$ cat src/common/i8008_core_pkg.sv
`default_nettype none

package i8008_core_pkg;

  localparam int DATA_W    = 8;
  localparam int ADDR_W    = 14;
  localparam int ADDR_HI_W = 6;  // Address bits in the T2 byte
  localparam int NUM_REGS  = 7;

  typedef enum logic [2:0] {
    WAIT    = 3'b000,
    T3      = 3'b001,
    T1      = 3'b010,
    STOPPED = 3'b011,
    T2      = 3'b100,
    T5      = 3'b101,
    T4      = 3'b111
  } state_t;

  typedef enum logic [1:0] {
    CYCLE1 = 2'd0,
    CYCLE2 = 2'd1,
    CYCLE3 = 2'd2
  } cycle_t;

  typedef struct packed {
    logic       arith;    // Single-operand op instead of two-operand op
    logic [2:0] alu_op;
    logic [2:0] arith_op;
    logic       flag_en;
    logic       re;
  } alu_ctrl_t;

  typedef struct packed {
    logic       re;       // Address byte into the data-bus register
    logic       lower;    // Low byte, else type plus high bits
    logic [1:0] cyc;
    logic       inc;
    logic       load_hi;
    logic       load_lo;
  } pc_ctrl_t;

  typedef struct packed {
    logic       ir_we;
    logic       a_we;
    logic       a_re;
    logic       b_we;
    logic       b_re;
    logic       dbr_we;
    logic       dbr_hi;   // Load cycle type with the low bits of the bus
    logic       dbr_re;
    logic       rf_we;
    logic       rf_re;
    logic [2:0] rf_sel;
    alu_ctrl_t  alu;
    pc_ctrl_t   pc;
  } ctrl_t;

endpackage

`default_nettype wire

$ cat src/common/i8008_isa_pkg.sv
`default_nettype none

package i8008_isa_pkg;

  // Opcode match patterns, compared with ==? so that ? bits are don't-care
  localparam logic [7:0] OP_HLT0 = 8'b0000_0000;
  localparam logic [7:0] OP_HLT1 = 8'b0000_0001;
  localparam logic [7:0] OP_HLT2 = 8'b1111_1111;
  localparam logic [7:0] OP_LMR  = 8'b1111_1???; // 11 111 SSS
  localparam logic [7:0] OP_LRR  = 8'b11??_????; // 11 DDD SSS
  localparam logic [7:0] OP_LRI  = 8'b00??_?110; // 00 DDD 110
  localparam logic [7:0] OP_ALUR = 8'b10??_????; // 10 PPP SSS
  localparam logic [7:0] OP_ALUI = 8'b00??_?100; // 00 PPP 100
  localparam logic [7:0] OP_INR  = 8'b00??_?000;
  localparam logic [7:0] OP_DCR  = 8'b00??_?001;
  localparam logic [7:0] OP_ROT  = 8'b000?_?010; // RLC RRC RAL RAR
  localparam logic [7:0] OP_JMP  = 8'b01??_?100;

  // ALU ops, straight from instruction bits 5:3
  localparam logic [2:0] ALU_ADD = 3'b000;
  localparam logic [2:0] ALU_ADC = 3'b001;
  localparam logic [2:0] ALU_SUB = 3'b010;
  localparam logic [2:0] ALU_SBB = 3'b011;
  localparam logic [2:0] ALU_ANA = 3'b100;
  localparam logic [2:0] ALU_XRA = 3'b101;
  localparam logic [2:0] ALU_ORA = 3'b110;
  localparam logic [2:0] ALU_CMP = 3'b111;

  // Single-operand ops; rotates sit in the order of instruction bits 4:3
  localparam logic [2:0] ARITH_INC = 3'b000;
  localparam logic [2:0] ARITH_DEC = 3'b001;
  localparam logic [2:0] ARITH_RLC = 3'b010;
  localparam logic [2:0] ARITH_RRC = 3'b011;
  localparam logic [2:0] ARITH_RAL = 3'b100;
  localparam logic [2:0] ARITH_RAR = 3'b101;

  localparam logic [2:0] REG_A = 3'd0;
  localparam logic [2:0] REG_B = 3'd1;
  localparam logic [2:0] REG_C = 3'd2;
  localparam logic [2:0] REG_D = 3'd3;
  localparam logic [2:0] REG_E = 3'd4;
  localparam logic [2:0] REG_H = 3'd5;
  localparam logic [2:0] REG_L = 3'd6;
  localparam logic [2:0] REG_M = 3'd7; // Memory, not a scratchpad entry

  localparam logic [1:0] CYC_PCI = 2'b00; // Instruction fetch
  localparam logic [1:0] CYC_PCR = 2'b10; // Memory read
  localparam logic [1:0] CYC_PCW = 2'b11; // Memory write

endpackage

`default_nettype wire
$ cat src/common/core_ctrl_if.sv
`timescale 1ns/1ps
`default_nettype none

interface core_ctrl_if;
  import i8008_core_pkg::*;

  ctrl_t             ctrl;
  logic              capture; // Byte on d_in is taken this cycle
  logic              fetch;   // Same, in the instruction fetch cycle
  logic [DATA_W-1:0] instr;
  logic              carry;

  modport sequencer (
    output ctrl,
    output capture,
    output fetch,
    input  instr,
    input  carry
  );

  modport datapath (
    input  ctrl,
    input  capture,
    input  fetch,
    output instr,
    output carry
  );
endinterface

`default_nettype wire

$ cat src/hdl/i8008_top.sv
`timescale 1ns/1ps
`default_nettype none

module i8008_top (
  input  logic                              clk,
  input  logic                              rst,
  input  logic [i8008_core_pkg::DATA_W-1:0] d_in,
  input  logic                              ready,
  output logic [i8008_core_pkg::DATA_W-1:0] d_out,
  output logic                              sync,
  output i8008_core_pkg::state_t            state
);

  core_ctrl_if ctl ();

  i8008_sequencer u_sequencer (
    .clk   (clk),
    .rst   (rst),
    .ready (ready),
    .state (state),
    .sync  (sync),
    .ctl   (ctl.sequencer)
  );

  i8008_datapath u_datapath (
    .clk   (clk),
    .rst   (rst),
    .d_in  (d_in),
    .d_out (d_out),
    .ctl   (ctl.datapath)
  );

endmodule

`default_nettype wire

$ cat src/sequencer/i8008_sequencer.sv
`timescale 1ns/1ps
`default_nettype none

module i8008_sequencer (
  input  logic                   clk,
  input  logic                   rst,
  input  logic                   ready,
  output i8008_core_pkg::state_t state,
  output logic                   sync,
  core_ctrl_if.sequencer         ctl
);
  import i8008_core_pkg::*;
  import i8008_isa_pkg::*;

  logic              ready_meta;
  logic              ready_s;
  logic              capture;
  state_t            state_nx;
  cycle_t            cycle;
  cycle_t            cycle_nx;
  ctrl_t             c;
  logic [DATA_W-1:0] ir;
  logic [2:0]        sss;
  logic [2:0]        ddd;
  logic is_hlt, is_lmr, is_lrr, is_lri, is_alur, is_alui;
  logic is_inr, is_dcr, is_rot, is_jmp;

  always_ff @(posedge clk) begin
    if (rst) begin
      ready_meta <= 1'b0;
      ready_s    <= 1'b0;
    end else begin
      ready_meta <= ready;
      ready_s    <= ready_meta;
    end
  end

  assign ir  = ctl.instr;
  assign sss = ir[2:0];
  assign ddd = ir[5:3];

  // HLT shares patterns with DCr, INr and Lr1r2, so it is masked out of them
  assign is_hlt  = (ir == OP_HLT0) || (ir == OP_HLT1) || (ir == OP_HLT2);
  assign is_lmr  = (ir ==? OP_LMR) && !is_hlt;
  assign is_lrr  = (ir ==? OP_LRR) && !is_lmr && !is_hlt;
  assign is_lri  = (ir ==? OP_LRI);
  assign is_alur = (ir ==? OP_ALUR);
  assign is_alui = (ir ==? OP_ALUI);
  assign is_inr  = (ir ==? OP_INR) && !is_hlt;
  assign is_dcr  = (ir ==? OP_DCR) && !is_hlt;
  assign is_rot  = (ir ==? OP_ROT);
  assign is_jmp  = (ir ==? OP_JMP);

  assign capture     = (state == T3 || state == WAIT) && ready_s;
  assign ctl.capture = capture;
  assign ctl.fetch   = capture && cycle == CYCLE1;
  assign ctl.ctrl    = c;
  assign sync        = (state == T1);

  always_comb begin
    c        = '0;
    state_nx = state;
    cycle_nx = cycle;
    case (state)
      T1: begin
        state_nx = T2;
        if (cycle == CYCLE1) begin
          c.pc.cyc = CYC_PCI;
        end else begin
          c.pc.cyc = is_lmr ? CYC_PCW : CYC_PCR;
        end
        if (cycle == CYCLE2 && is_lmr) begin // Write address high byte from H
          c.rf_re  = 1'b1;
          c.rf_sel = REG_H;
          c.dbr_hi = 1'b1;
        end else begin
          c.pc.re = 1'b1;
        end
      end
      T2: begin
        state_nx = T3;
        if (cycle == CYCLE2 && is_lmr) begin
          c.rf_re  = 1'b1; // Write data shows in T3
          c.rf_sel = sss;
          c.dbr_we = 1'b1;
        end else begin
          c.pc.inc = 1'b1;
          if (cycle == CYCLE1) begin
            c.rf_re  = 1'b1; // Accumulator into temp A for later ALU ops
            c.rf_sel = REG_A;
            c.a_we   = 1'b1;
          end
        end
      end
      T3, WAIT: begin
        if (!ready_s) begin
          state_nx = WAIT;
        end else if (cycle == CYCLE1) begin
          c.dbr_re = 1'b1;
          c.ir_we  = 1'b1;
          if (is_hlt) begin
            state_nx = STOPPED;
          end else if (is_lri || is_alui || is_jmp) begin
            state_nx    = T1;
            cycle_nx    = CYCLE2;
            c.pc.re     = 1'b1;
            c.pc.lower  = 1'b1;
          end else begin
            state_nx = T4;
          end
        end else if (cycle == CYCLE2 && is_lmr) begin
          state_nx   = T1;
          cycle_nx   = CYCLE1;
          c.pc.re    = 1'b1;
          c.pc.lower = 1'b1;
        end else if (cycle == CYCLE2) begin
          c.dbr_re = 1'b1; // Immediate byte or jump target low
          c.b_we   = 1'b1;
          if (is_jmp) begin
            state_nx   = T1;
            cycle_nx   = CYCLE3;
            c.pc.re    = 1'b1;
            c.pc.lower = 1'b1;
          end else begin
            state_nx = T4;
          end
        end else begin
          c.dbr_re = 1'b1; // Jump target high
          c.a_we   = 1'b1;
          state_nx = T4;
        end
      end
      T4: begin
        state_nx = T5;
        if (cycle == CYCLE3) begin
          c.a_re       = 1'b1;
          c.pc.load_hi = 1'b1;
        end else if (cycle == CYCLE1 && is_lmr) begin
          c.rf_re  = 1'b1; // Write address low byte from L
          c.rf_sel = REG_L;
          c.dbr_we = 1'b1;
          state_nx = T1;
          cycle_nx = CYCLE2;
        end else if (cycle == CYCLE1 && (is_lrr || is_alur)) begin
          c.rf_re  = 1'b1;
          c.rf_sel = sss;
          c.b_we   = 1'b1;
        end else if (cycle == CYCLE1 && (is_inr || is_dcr)) begin
          c.rf_re  = 1'b1;
          c.rf_sel = ddd;
          c.a_we   = 1'b1;
        end
      end
      T5: begin
        state_nx = T1;
        cycle_nx = CYCLE1;
        if (cycle == CYCLE3) begin
          c.b_re       = 1'b1; // Target low goes to the PC and to d_out together
          c.pc.load_lo = 1'b1;
          c.dbr_we     = 1'b1;
        end else begin
          c.pc.re    = 1'b1;
          c.pc.lower = 1'b1;
          if (is_lrr || is_lri) begin
            c.b_re   = 1'b1;
            c.rf_we  = 1'b1;
            c.rf_sel = ddd;
          end else if (is_alur || is_alui) begin
            c.alu.alu_op  = ddd;
            c.alu.re      = 1'b1;
            c.alu.flag_en = 1'b1;
            c.rf_we       = (ddd != ALU_CMP); // Compare only sets carry
            c.rf_sel      = REG_A;
          end else if (is_inr || is_dcr) begin
            c.alu.arith    = 1'b1;
            c.alu.arith_op = is_inr ? ARITH_INC : ARITH_DEC;
            c.alu.re       = 1'b1;
            c.alu.flag_en  = 1'b1;
            c.rf_we        = 1'b1;
            c.rf_sel       = ddd;
          end else if (is_rot) begin
            c.alu.arith    = 1'b1;
            c.alu.arith_op = ARITH_RLC + {1'b0, ir[4:3]};
            c.alu.re       = 1'b1;
            c.alu.flag_en  = 1'b1;
            c.rf_we        = 1'b1;
            c.rf_sel       = REG_A;
          end
        end
      end
      default: state_nx = STOPPED; // Only reset leaves
    endcase
  end

  always_ff @(posedge clk) begin
    if (rst) begin
      state <= T1;
      cycle <= CYCLE1;
    end else begin
      state <= state_nx;
      cycle <= cycle_nx;
    end
  end

endmodule

`default_nettype wire

$ cat src/datapath/i8008_datapath.sv
`timescale 1ns/1ps
`default_nettype none

module i8008_datapath (
  input  logic                              clk,
  input  logic                              rst,
  input  logic [i8008_core_pkg::DATA_W-1:0] d_in,
  output logic [i8008_core_pkg::DATA_W-1:0] d_out,
  core_ctrl_if.datapath                     ctl
);
  import i8008_core_pkg::*;

  ctrl_t             c;
  logic [DATA_W-1:0] bus;
  logic [DATA_W-1:0] rx;       // Incoming byte, or the held one
  logic [DATA_W-1:0] rf_out;
  logic [DATA_W-1:0] alu_out;
  logic [DATA_W-1:0] pc_byte;
  logic [DATA_W-1:0] tmp_a;
  logic [DATA_W-1:0] tmp_b;
  logic [DATA_W-1:0] dbr;
  logic [DATA_W-1:0] ir;
  logic [DATA_W-1:0] regs [NUM_REGS];

  assign c      = ctl.ctrl;
  assign rx     = ctl.capture ? d_in : dbr;
  assign rf_out = (c.rf_sel < NUM_REGS) ? regs[c.rf_sel] : '0; // Code 7 is memory

  // One source per state
  always_comb begin
    if (c.rf_re) begin
      bus = rf_out;
    end else if (c.alu.re) begin
      bus = alu_out;
    end else if (c.a_re) begin
      bus = tmp_a;
    end else if (c.b_re) begin
      bus = tmp_b;
    end else if (c.dbr_re) begin
      bus = rx;
    end else begin
      bus = '0;
    end
  end

  always_ff @(posedge clk) begin
    if (c.rf_we && c.rf_sel < NUM_REGS) begin
      regs[c.rf_sel] <= bus;
    end
    if (c.a_we) tmp_a <= bus;
    if (c.b_we) tmp_b <= bus;
  end

  always_ff @(posedge clk) begin
    if (rst) begin
      ir <= '0;
    end else if (c.ir_we) begin
      ir <= bus;
    end
  end

  // Loaded one state ahead, so d_out holds the byte for the state that follows.
  // The address byte has its own path because T5 uses the bus for writeback
  always_ff @(posedge clk) begin
    if (rst) begin
      dbr <= '0; // Address 0 is on d_out in the first T1
    end else if (c.pc.re) begin
      dbr <= pc_byte;
    end else if (ctl.capture) begin
      dbr <= d_in;
    end else if (c.dbr_hi) begin
      dbr <= {c.pc.cyc, bus[ADDR_HI_W-1:0]};
    end else if (c.dbr_we) begin
      dbr <= bus;
    end
  end

  assign d_out     = dbr;
  assign ctl.instr = ctl.fetch ? d_in : ir; // Decode sees the opcode as it arrives

  alu u_alu (
    .clk      (clk),
    .rst      (rst),
    .a        (tmp_a),
    .b        (tmp_b),
    .alu_ctrl (c.alu),
    .result   (alu_out),
    .carry    (ctl.carry)
  );

  program_counter u_pc (
    .clk     (clk),
    .rst     (rst),
    .bus     (bus),
    .pc_ctrl (c.pc),
    .pc_byte (pc_byte)
  );

endmodule

`default_nettype wire

$ cat src/datapath/program_counter.sv
`timescale 1ns/1ps
`default_nettype none

module program_counter (
  input  logic                              clk,
  input  logic                              rst,
  input  logic [i8008_core_pkg::DATA_W-1:0] bus,
  input  i8008_core_pkg::pc_ctrl_t          pc_ctrl,
  output logic [i8008_core_pkg::DATA_W-1:0] pc_byte
);
  import i8008_core_pkg::*;

  logic [ADDR_W-1:0] pc;

  always_ff @(posedge clk) begin
    if (rst) begin
      pc <= '0;
    end else if (pc_ctrl.load_hi) begin
      pc[ADDR_W-1:DATA_W] <= bus[ADDR_HI_W-1:0];
    end else if (pc_ctrl.load_lo) begin
      pc[DATA_W-1:0] <= bus;
    end else if (pc_ctrl.inc) begin
      pc <= pc + 1'b1;
    end
  end

  // T2 byte carries the cycle type above the high address bits
  assign pc_byte = pc_ctrl.lower ? pc[DATA_W-1:0] : {pc_ctrl.cyc, pc[ADDR_W-1:DATA_W]};

endmodule

`default_nettype wire

$ cat src/hdl/alu.sv
`timescale 1ns/1ps
`default_nettype none

module alu (
  input  logic                                clk,
  input  logic                                rst,
  input  logic [i8008_core_pkg::DATA_W-1:0]   a,
  input  logic [i8008_core_pkg::DATA_W-1:0]   b,
  input  i8008_core_pkg::alu_ctrl_t           alu_ctrl,
  output logic [i8008_core_pkg::DATA_W-1:0]   result,
  output logic                                carry
);
  import i8008_core_pkg::*;
  import i8008_isa_pkg::*;

  logic [DATA_W:0] sum; // Bit 8 is carry out or borrow
  logic            carry_nx;

  always_comb begin
    sum      = '0;
    carry_nx = carry;
    result   = a;
    if (alu_ctrl.arith) begin
      case (alu_ctrl.arith_op)
        ARITH_INC: result = a + 1'b1; // Carry untouched
        ARITH_DEC: result = a - 1'b1;
        ARITH_RLC: begin
          result   = {a[6:0], a[7]};
          carry_nx = a[7];
        end
        ARITH_RRC: begin
          result   = {a[0], a[7:1]};
          carry_nx = a[0];
        end
        ARITH_RAL: begin
          result   = {a[6:0], carry}; // Rotate through carry
          carry_nx = a[7];
        end
        ARITH_RAR: begin
          result   = {carry, a[7:1]};
          carry_nx = a[0];
        end
        default: result = a;
      endcase
    end else begin
      case (alu_ctrl.alu_op)
        ALU_ADD: sum = {1'b0, a} + {1'b0, b};
        ALU_ADC: sum = {1'b0, a} + {1'b0, b} + carry;
        ALU_SUB, ALU_CMP: sum = {1'b0, a} - {1'b0, b};
        ALU_SBB: sum = {1'b0, a} - {1'b0, b} - carry;
        ALU_ANA: sum = {1'b0, a & b};
        ALU_XRA: sum = {1'b0, a ^ b};
        default: sum = {1'b0, a | b}; // ORA
      endcase
      result   = sum[DATA_W-1:0];
      carry_nx = sum[DATA_W]; // Zero for the logic ops
    end
  end

  always_ff @(posedge clk) begin
    if (rst) begin
      carry <= 1'b0;
    end else if (alu_ctrl.flag_en) begin
      carry <= carry_nx;
    end
  end

endmodule

`default_nettype wire

$ cat config.mk
export PLATFORM = sky130hd
export DESIGN_NAME = i8008_top
export DESIGN_NICKNAME = d
export VERILOG_FILES = /design/src/common/i8008_core_pkg.sv /design/src/common/i8008_isa_pkg.sv /design/src/common/core_ctrl_if.sv /design/src/hdl/i8008_top.sv /design/src/sequencer/i8008_sequencer.sv /design/src/datapath/i8008_datapath.sv /design/src/datapath/program_counter.sv /design/src/hdl/alu.sv
export SDC_FILE = /design/constraint.sdc
export NUM_CORES = 1
export LEC_CHECK = 0
export BUFFER_PORTS_ARGS = -buffer_cell sky130_fd_sc_hd__buf_2
export CORE_UTILIZATION = 35
export CTS_CLUSTER_SIZE = 20
export DETAILED_ROUTE_END_ITERATION = 7
export PLACE_DENSITY_LB_ADDON = 0.15
export SYNTH_ARGS = -nofsm -noshare
export SYNTH_HDL_FRONTEND = slang
export SYNTH_HIERARCHICAL = 1
export SYNTH_SLANG_ARGS = --single-unit
$ cat constraint.sdc
create_clock -name clk -period 9.3 [get_ports clk]
set_clock_uncertainty 0.15 [all_clocks]
set_input_delay 1.86 -clock clk [delete_from_list [all_inputs] [get_ports clk]]
set_output_delay 1.86 -clock clk [all_outputs]
set_load 0.1 [all_outputs]
# ---- Yosys cells after proc, flatten, opt, wreduce, memory -nomap -nowiden
# Memory sizes are Yosys's and may differ from the RTL's.
# Cells that the tools add are included.
dict set report op_classes {
  addsub 8
  magnitude_cmp 1
  n_eq_ne 38
  n_mux 121
  bitwise 4
  n_reduce_logical 41
}
# op n
set op_table {}
lappend op_table {{8-bit 2-to-1 mux} 15}
lappend op_table {{9-bit case mux with 6 select lines} 1}
lappend op_table {{8-bit case mux with 6 select lines} 1}
lappend op_table {{1-bit 2-to-1 mux} 45}
lappend op_table {{2-bit 2-to-1 mux} 20}
lappend op_table {{3-bit 2-to-1 mux} 13}
lappend op_table {{4-bit 2-to-1 mux} 8}
lappend op_table {{14-bit 2-to-1 mux} 2}
lappend op_table {{3-bit == test (second input constant)} 8}
lappend op_table {{9-bit 2-to-1 mux} 2}
lappend op_table {{3-bit by 2-bit == test with 1-bit output (second input constant)} 5}
lappend op_table {{3-bit case mux with 5 select lines} 1}
lappend op_table {{14-bit by 1-bit adder with 14-bit output (second input constant)} 1}
lappend op_table {{1-bit logical AND} 12}
lappend op_table {{6-bit 2-to-1 mux} 2}
lappend op_table {{1-bit case mux with 3 select lines} 4}
lappend op_table {{3-bit case mux with 4 select lines} 1}
lappend op_table {{5-bit by 3-bit == test with 1-bit output (second input constant)} 2}
lappend op_table {{5-bit 2-to-1 mux} 2}
lappend op_table {{8-bit by 8-bit adder with 9-bit output} 1}
lappend op_table {{9-bit by 1-bit adder with 9-bit output} 1}
lappend op_table {{3-bit by 1-bit == test with 1-bit output (second input constant)} 3}
lappend op_table {{3-bit zero test} 3}
lappend op_table {{1-bit logical OR} 9}
lappend op_table {{35 further kinds} 51}
dict set report word_totals {
  ff_bits 54
  ram_bits 56
  in_bits 11
  out_inout_bits 12
  memories 1
}
# memory depth word_bits read_ports rd_ports_with_merged_regs write_ports line_no
set memory_table {}
lappend memory_table {u_datapath.regs 7 8 1 0 1 i8008_datapath.sv:23} ;# logic [DATA_W-1:0] regs [NUM_REGS];

# ---- Logic depth before layout (Yosys ltp)
dict set report logic_depth {
  ltp_word 27
  mapped_depth 30
  depth_no_buf 24
}

# ---- Hierarchy
# The synthesis kept the hierarchy.
# mod instances cells_each area_per_inst_um2 seq_area_each_um2
set modules_own_cells {}
lappend modules_own_cells {i8008_datapath 1 329 4121.5 2482.4}
lappend modules_own_cells {alu 1 381 2617.5 20.0}
lappend modules_own_cells {i8008_sequencer 1 142 1037.2 140.1}
lappend modules_own_cells {program_counter 1 117 972.2 280.3}

# ---- Worst setup path after synthesis
# No wires, ideal clock.
dict set report synth_path {
  path_kind {in2reg}
  start {input d_in[7] (netlist bit)}
  end {register u_datapath.u_pc.pc[6]}
  setup_ps 134
  arrival_ps 6653
  required_time_ps 9016
  setup_slack_ps 2363
  stages 24
  cell_sequence {mux2_2 > buf_2 > or4b_1 > nor3_2 > nand3_1 > nor2_1 > clkbuf_1 > clkbuf_1 > nor2_1 > and2_1 > fa_1 > a21o_1 > a21oi_1 > o21bai_1 > a21o_1 > a2111oi_0 > o21ai_0 > o211a_1 > a221oi_1 > o21a_1 > nor3_1 > or2_4 > o22ai_1 > a211oi_1}
}
# element line_no
set synth_lines {}
lappend synth_lines {{start, declared} i8008_top.sv:7} ;# input logic [i8008_core_pkg::DATA_W-1:0] d_in,
lappend synth_lines {{end signal, assigned by index} program_counter.sv:19} ;# pc[ADDR_W-1:DATA_W] <= bus[ADDR_HI_W-1:0];
lappend synth_lines {{end signal, assigned by index} program_counter.sv:21} ;# pc[DATA_W-1:0] <= bus;
lappend synth_lines {{end signal, assigned} program_counter.sv:23} ;# pc <= pc + 1'b1;
lappend synth_lines {{end, declared} program_counter.sv:13} ;# logic [ADDR_W-1:0] pc;

==> flow_results.org <==
** Outcome
- The flow ran to the end, and the final reports show no timing, DRC or antenna violations.

** Global routing
- The via count of the first global-routing pass came to 7321.
- In the global route stage, met1 resource usage came out at 0.294.
- The number of antenna violations at the first check in global routing is 1.
- The first global-routing pass estimated 42600 µm of wire.
- Maximum number of pins on one net before global-route repair :: 42
- GR Util met3 :: 0.0348
- For this run, global-route usage on met2 was measured as 0.340.
- Global-route usage over all layers :: 0.214
- The global routing stage identified its most utilized layer as met2.
- Grt ovf :: 0

** Setup path
- For the worst setup path, the data arrival time is 7.06 ns.
- The worst register-to-register path ends at u_datapath/u_pc/pc[5].
- Across all register-to-register paths, the minimum setup slack is 2.29 ns.
- Timing endpoint of the critical path :: u_datapath/u_pc/pc[5]
- FF-to-FF Start :: u_sequencer/state[1]
- Critical setup path kind :: reg -> reg
- In this run the worst path has a maximum fanout of 19.
- At the worst endpoint, the required time is 9.36 ns.
- Tracing the worst setup path back leads to its startpoint at u_sequencer/state[1].
- STA classifies the critical path endpoint as a flip-flop.
- Startpoint types :: flip-flop
- Reg2reg path depth :: 24

** Clock network
- TritonCTS built the clock tree.
- Counting every sink on the clock net gives 110.
- The number of setup buffers added after CTS is 0.
- Root buf cell :: sky130_fd_sc_hd__clkbuf_16
- Clk buf depth :: 2
- Count of hold buffers inserted by post-cts repair :: 0
- Gates resized during post-CTS repair numbered 0.
- Clock latency at the later pin of the worst-skew pair :: 0.36 ns
- After clock tree synthesis, the clock-pin slew on the worst setup and hold paths is 0.08 ns.
- Total clock buffers created by CTS :: 9
- Deepest level of the CTS H-tree :: 3

** Timing
- Setup repair after global routing left no endpoint under its margin.
- Counting I/O delays and the setup requirement, the final critical path takes 7.01 ns.
- Summed over all failing endpoints, the final setup total negative slack is 0 ns.
- Setup violations remaining at the end of the flow were counted as 0.
- Worst-case headroom to the max-slew limit :: 0.251
- The final number of max-transition violations is 0.
- Hold Vio Cnt, Final :: 0
- Upper clock frequency limit :: 0.143 GHz
- Final period utilization :: 0.753
- For the pin with the worst max-slew slack, the measured transition is 1.12 ns.
- Worst hold slack :: 0.298 ns

** Detailed routing
- Via-per-instance ratio :: 5.93
- Dividing the detail-routed wire length by the instance count gives 21.3 µm.
- Number of violations reported at the end of detailed-routing iteration 0 :: 697
- Aggregate routed wire length :: 27300 µm
- Once detail routing completed, the nets flagged for antenna violations numbered 0.
- After detailed routing, the number of remaining DRC violations is 0.
- For this block, the via count after detailed routing is 7597.
- Pre-antenna DRT Iters :: 5

** Synth
- Total number of yosys warnings :: 6
- Number of nets in the synthesized netlist :: 1019
- The cell count after synthesis came out at 969.
- Cell accounting for the most synthesized area :: sky130_fd_sc_hd__edfxtp_1
- Netlist Area Pre-Place :: 8750 µm²
- The synthesized design contains 72 enable-type register cells.
- Post-synth top flop :: sky130_fd_sc_hd__edfxtp_1
- Share of flip-flops with an asynchronous set or reset :: 0
- After synthesis, the cell types taking the most area are sky130_fd_sc_hd__edfxtp_1 (25%), sky130_fd_sc_hd__dfxtp_1 (8.7%), sky130_fd_sc_hd__ha_1 (5.1%).
- In this run, synthesis produced a sequential element count of 110.
- The share of synthesized area in the top cell type comes to 0.247.
- Average footprint of a synthesized cell :: 9.03 µm²
- Fraction of the yosys area taken by sequential cells :: 0.334
- Library cells used by synthesis :: 109

** Placement
- Placer Congestion :: 0.889
- During placement, the flow inserted port buffers numbering 22.
- HPWL after detailed placement :: 19800 µm

** Cells and area
- Layout cell share with drive strength beyond 1 :: 0.128
- Antenna cell count :: 0
- Total Nets Final :: 1003
- Final Core Density :: 0.380
- Commonest non-fill, non-tap cell in the layout :: sky130_fd_sc_hd__nor2_1
- Leaving out fill and tap cells, the most frequent cells in the layout are sky130_fd_sc_hd__nor2_1 (89), sky130_fd_sc_hd__nand2_1 (74), sky130_fd_sc_hd__edfxtp_1 (72).
- Area Overhead vs Synth :: 5.88%
- Count of fill cells added during filler insertion :: 2520

** Floorplan
- In this run the count of I/O pins placed on the die edge is 23.
- Horizontal die dimension :: 160 µm
- Placeable core area :: 24400 µm²
- The floorplan step defined a die boundary enclosing 25600 µm².
- Overall die height :: 160 µm
- Row generation in the floorplan step produced 57 rows.
- Effective utilization at floorplan :: 0.359

** Power and ir drop
- IR drop worst, VDD :: 0.186 mV
- The analysis attributes to cell leakage a power of 3.25 nW.
- In this run the power density over the cells is 150 nW/µm².

** Min path
- In this run the worst hold path is classified as reg -> reg.

** Job
- The tool flagged a number of max-cap violations equal to 0.
-- cell type report --
| cell class | instances | area (µm²) | share of cell area |
|---|---|---|---|
| Multi-Input combinational cell | 742 | 5230 | 0.564 |
| Tap cell | 324 | 405 | 0.0438 |
| Inverter | 53 | 199 | 0.0215 |
| Clock buffer | 9 | 225 | 0.0243 |
| Clock inverter | 7 | 61.3 | 0.00662 |
| Sequential cell | 110 | 2920 | 0.316 |
| Timing Repair Buffer | 37 | 223 | 0.0240 |
-- per-layer routing --
layer	routed length, µm	vias up
met2	12400	297
met3	1770	53
li1	-	3619
met1	12300	3626
met4	732	2
met5	12	-
-- cell families (layout without fill, tap and decap cells) --
| group | after synthesis | count (layout) | share of synthesized area |
|---|---|---|---|
| simple gates | 333 | 333 | 0.205 |
| buf+inv | 117 | 106 | 0.0705 |
| fa+ha+maj | 39 | 39 | 0.0584 |
| mux | 53 | 53 | 0.0692 |
| xor+xnor | 25 | 25 | 0.0250 |
| compound gates | 292 | 292 | 0.238 |
| flops | 110 | 110 | 0.334 |
-- flip-flops by register name, indices dropped and copies added (netlist names) --
register and count:
u_datapath/regs 56, u_datapath/u_pc/pc 14, u_datapath/d_out 8, u_datapath/ir 8, u_datapath/tmp_a 8, u_datapath/tmp_b 8
u_sequencer/state 3, u_sequencer/cycle 2, u_datapath/u_alu/carry 1, u_sequencer/ready_meta 1, u_sequencer/ready_s 1
-- power by group --
group          total (mW)  switching (mW)  internal [mW]
combinational       0.437           0.319          0.118
sequential          0.575          0.0318          0.543
clock               0.379           0.193          0.186
total                1.39           0.544          0.847
-- cells in the mapped netlist, types with 7 or more instances --
cell type	n
sky130_fd_sc_hd__nor2_1	90
sky130_fd_sc_hd__nand2_1	74
sky130_fd_sc_hd__edfxtp_1	72
sky130_fd_sc_hd__a21oi_1	53
sky130_fd_sc_hd__inv_1	50
sky130_fd_sc_hd__o21ai_0	46
sky130_fd_sc_hd__dfxtp_1	38
sky130_fd_sc_hd__ha_1	36
sky130_fd_sc_hd__mux2i_1	29
sky130_fd_sc_hd__clkbuf_1	25
sky130_fd_sc_hd__nor3_1	24
sky130_fd_sc_hd__mux2_2	20
sky130_fd_sc_hd__nand3_1	20
sky130_fd_sc_hd__a211oi_1	19
sky130_fd_sc_hd__nor2b_1	17
sky130_fd_sc_hd__and3_1	16
sky130_fd_sc_hd__xnor2_1	16
sky130_fd_sc_hd__buf_2	15
sky130_fd_sc_hd__a221oi_1	14
sky130_fd_sc_hd__nand2b_1	14
sky130_fd_sc_hd__o22ai_1	14
sky130_fd_sc_hd__o21a_1	13
sky130_fd_sc_hd__a31oi_1	12
sky130_fd_sc_hd__o221ai_1	10
sky130_fd_sc_hd__a311oi_1	9
sky130_fd_sc_hd__nor3b_1	9
sky130_fd_sc_hd__xor2_1	9
sky130_fd_sc_hd__and2_1	8
sky130_fd_sc_hd__a21o_1	7
sky130_fd_sc_hd__a22oi_1	7
sky130_fd_sc_hd__buf_6	7
sky130_fd_sc_hd__clkbuf_8	7
sky130_fd_sc_hd__o211ai_1	7
sky130_fd_sc_hd__o21ai_1	7
-- metrics by stage --
stage / total power [mW] / std cells / area (µm²) / worst slack [ns]
floorplan: 0.906 / 969 / 8750 / 2.36
global placement: 1.02 / 1266 / 8980 / 2.15
detailed placement: 1.01 / 1266 / 8980 / 2.02
CTS: 1.39 / 1282 / 9260 / 2.33
global route: 1.45 / 1282 / 9260 / 1.77
finish: 1.39 / 1282 / 9260 / 2.29
-- worst max-delay path: stages, from the launching register on --
cell and delay, ns:
sky130_fd_sc_hd__dfxtp_1 0.38, sky130_fd_sc_hd__or3b_1 0.52, sky130_fd_sc_hd__nor2_1 0.61, sky130_fd_sc_hd__mux2_2 0.51, sky130_fd_sc_hd__or4_4 0.60, sky130_fd_sc_hd__nor2_4 0.23
sky130_fd_sc_hd__nor2_1 0.12, sky130_fd_sc_hd__nor3_2 0.15, sky130_fd_sc_hd__buf_4 0.26, sky130_fd_sc_hd__and2_1 0.33, sky130_fd_sc_hd__ha_1 0.29, sky130_fd_sc_hd__a21o_1 0.15
sky130_fd_sc_hd__a21oi_1 0.22, sky130_fd_sc_hd__o21bai_1 0.12, sky130_fd_sc_hd__a21oi_1 0.19, sky130_fd_sc_hd__mux2i_1 0.20, sky130_fd_sc_hd__a221o_1 0.18, sky130_fd_sc_hd__o311ai_0 0.21
sky130_fd_sc_hd__a221oi_1 0.40, sky130_fd_sc_hd__o21ai_0 0.21, sky130_fd_sc_hd__a22o_1 0.46, sky130_fd_sc_hd__nand2_1 0.14, sky130_fd_sc_hd__o41ai_1 0.07, sky130_fd_sc_hd__nand2_1 0.08
sky130_fd_sc_hd__a21oi_1 0.06
-- how the worst min path moves through the flow --
| stage | start | endpoint | slack, ns | cells after the start |
|---|---|---|---|---|
| 4_1_cts | u_sequencer/ready_meta | u_sequencer/ready_s | 0.30 | 1 |
| 5_1_grt | u_sequencer/ready_meta | u_sequencer/ready_s | 0.32 | 1 |
| 3_3_place_gp | u_sequencer/ready_meta | u_sequencer/ready_s | 0.27 | 1 |
| 2_1_floorplan | u_sequencer/ready_meta | u_sequencer/ready_s | 0.26 | 1 |
| 6_report | u_sequencer/ready_meta | u_sequencer/ready_s | 0.30 | 1 |
| 3_5_place_dp | u_sequencer/ready_meta | u_sequencer/ready_s | 0.28 | 1 |
Note: power is estimated with default switching activity, not from simulation.
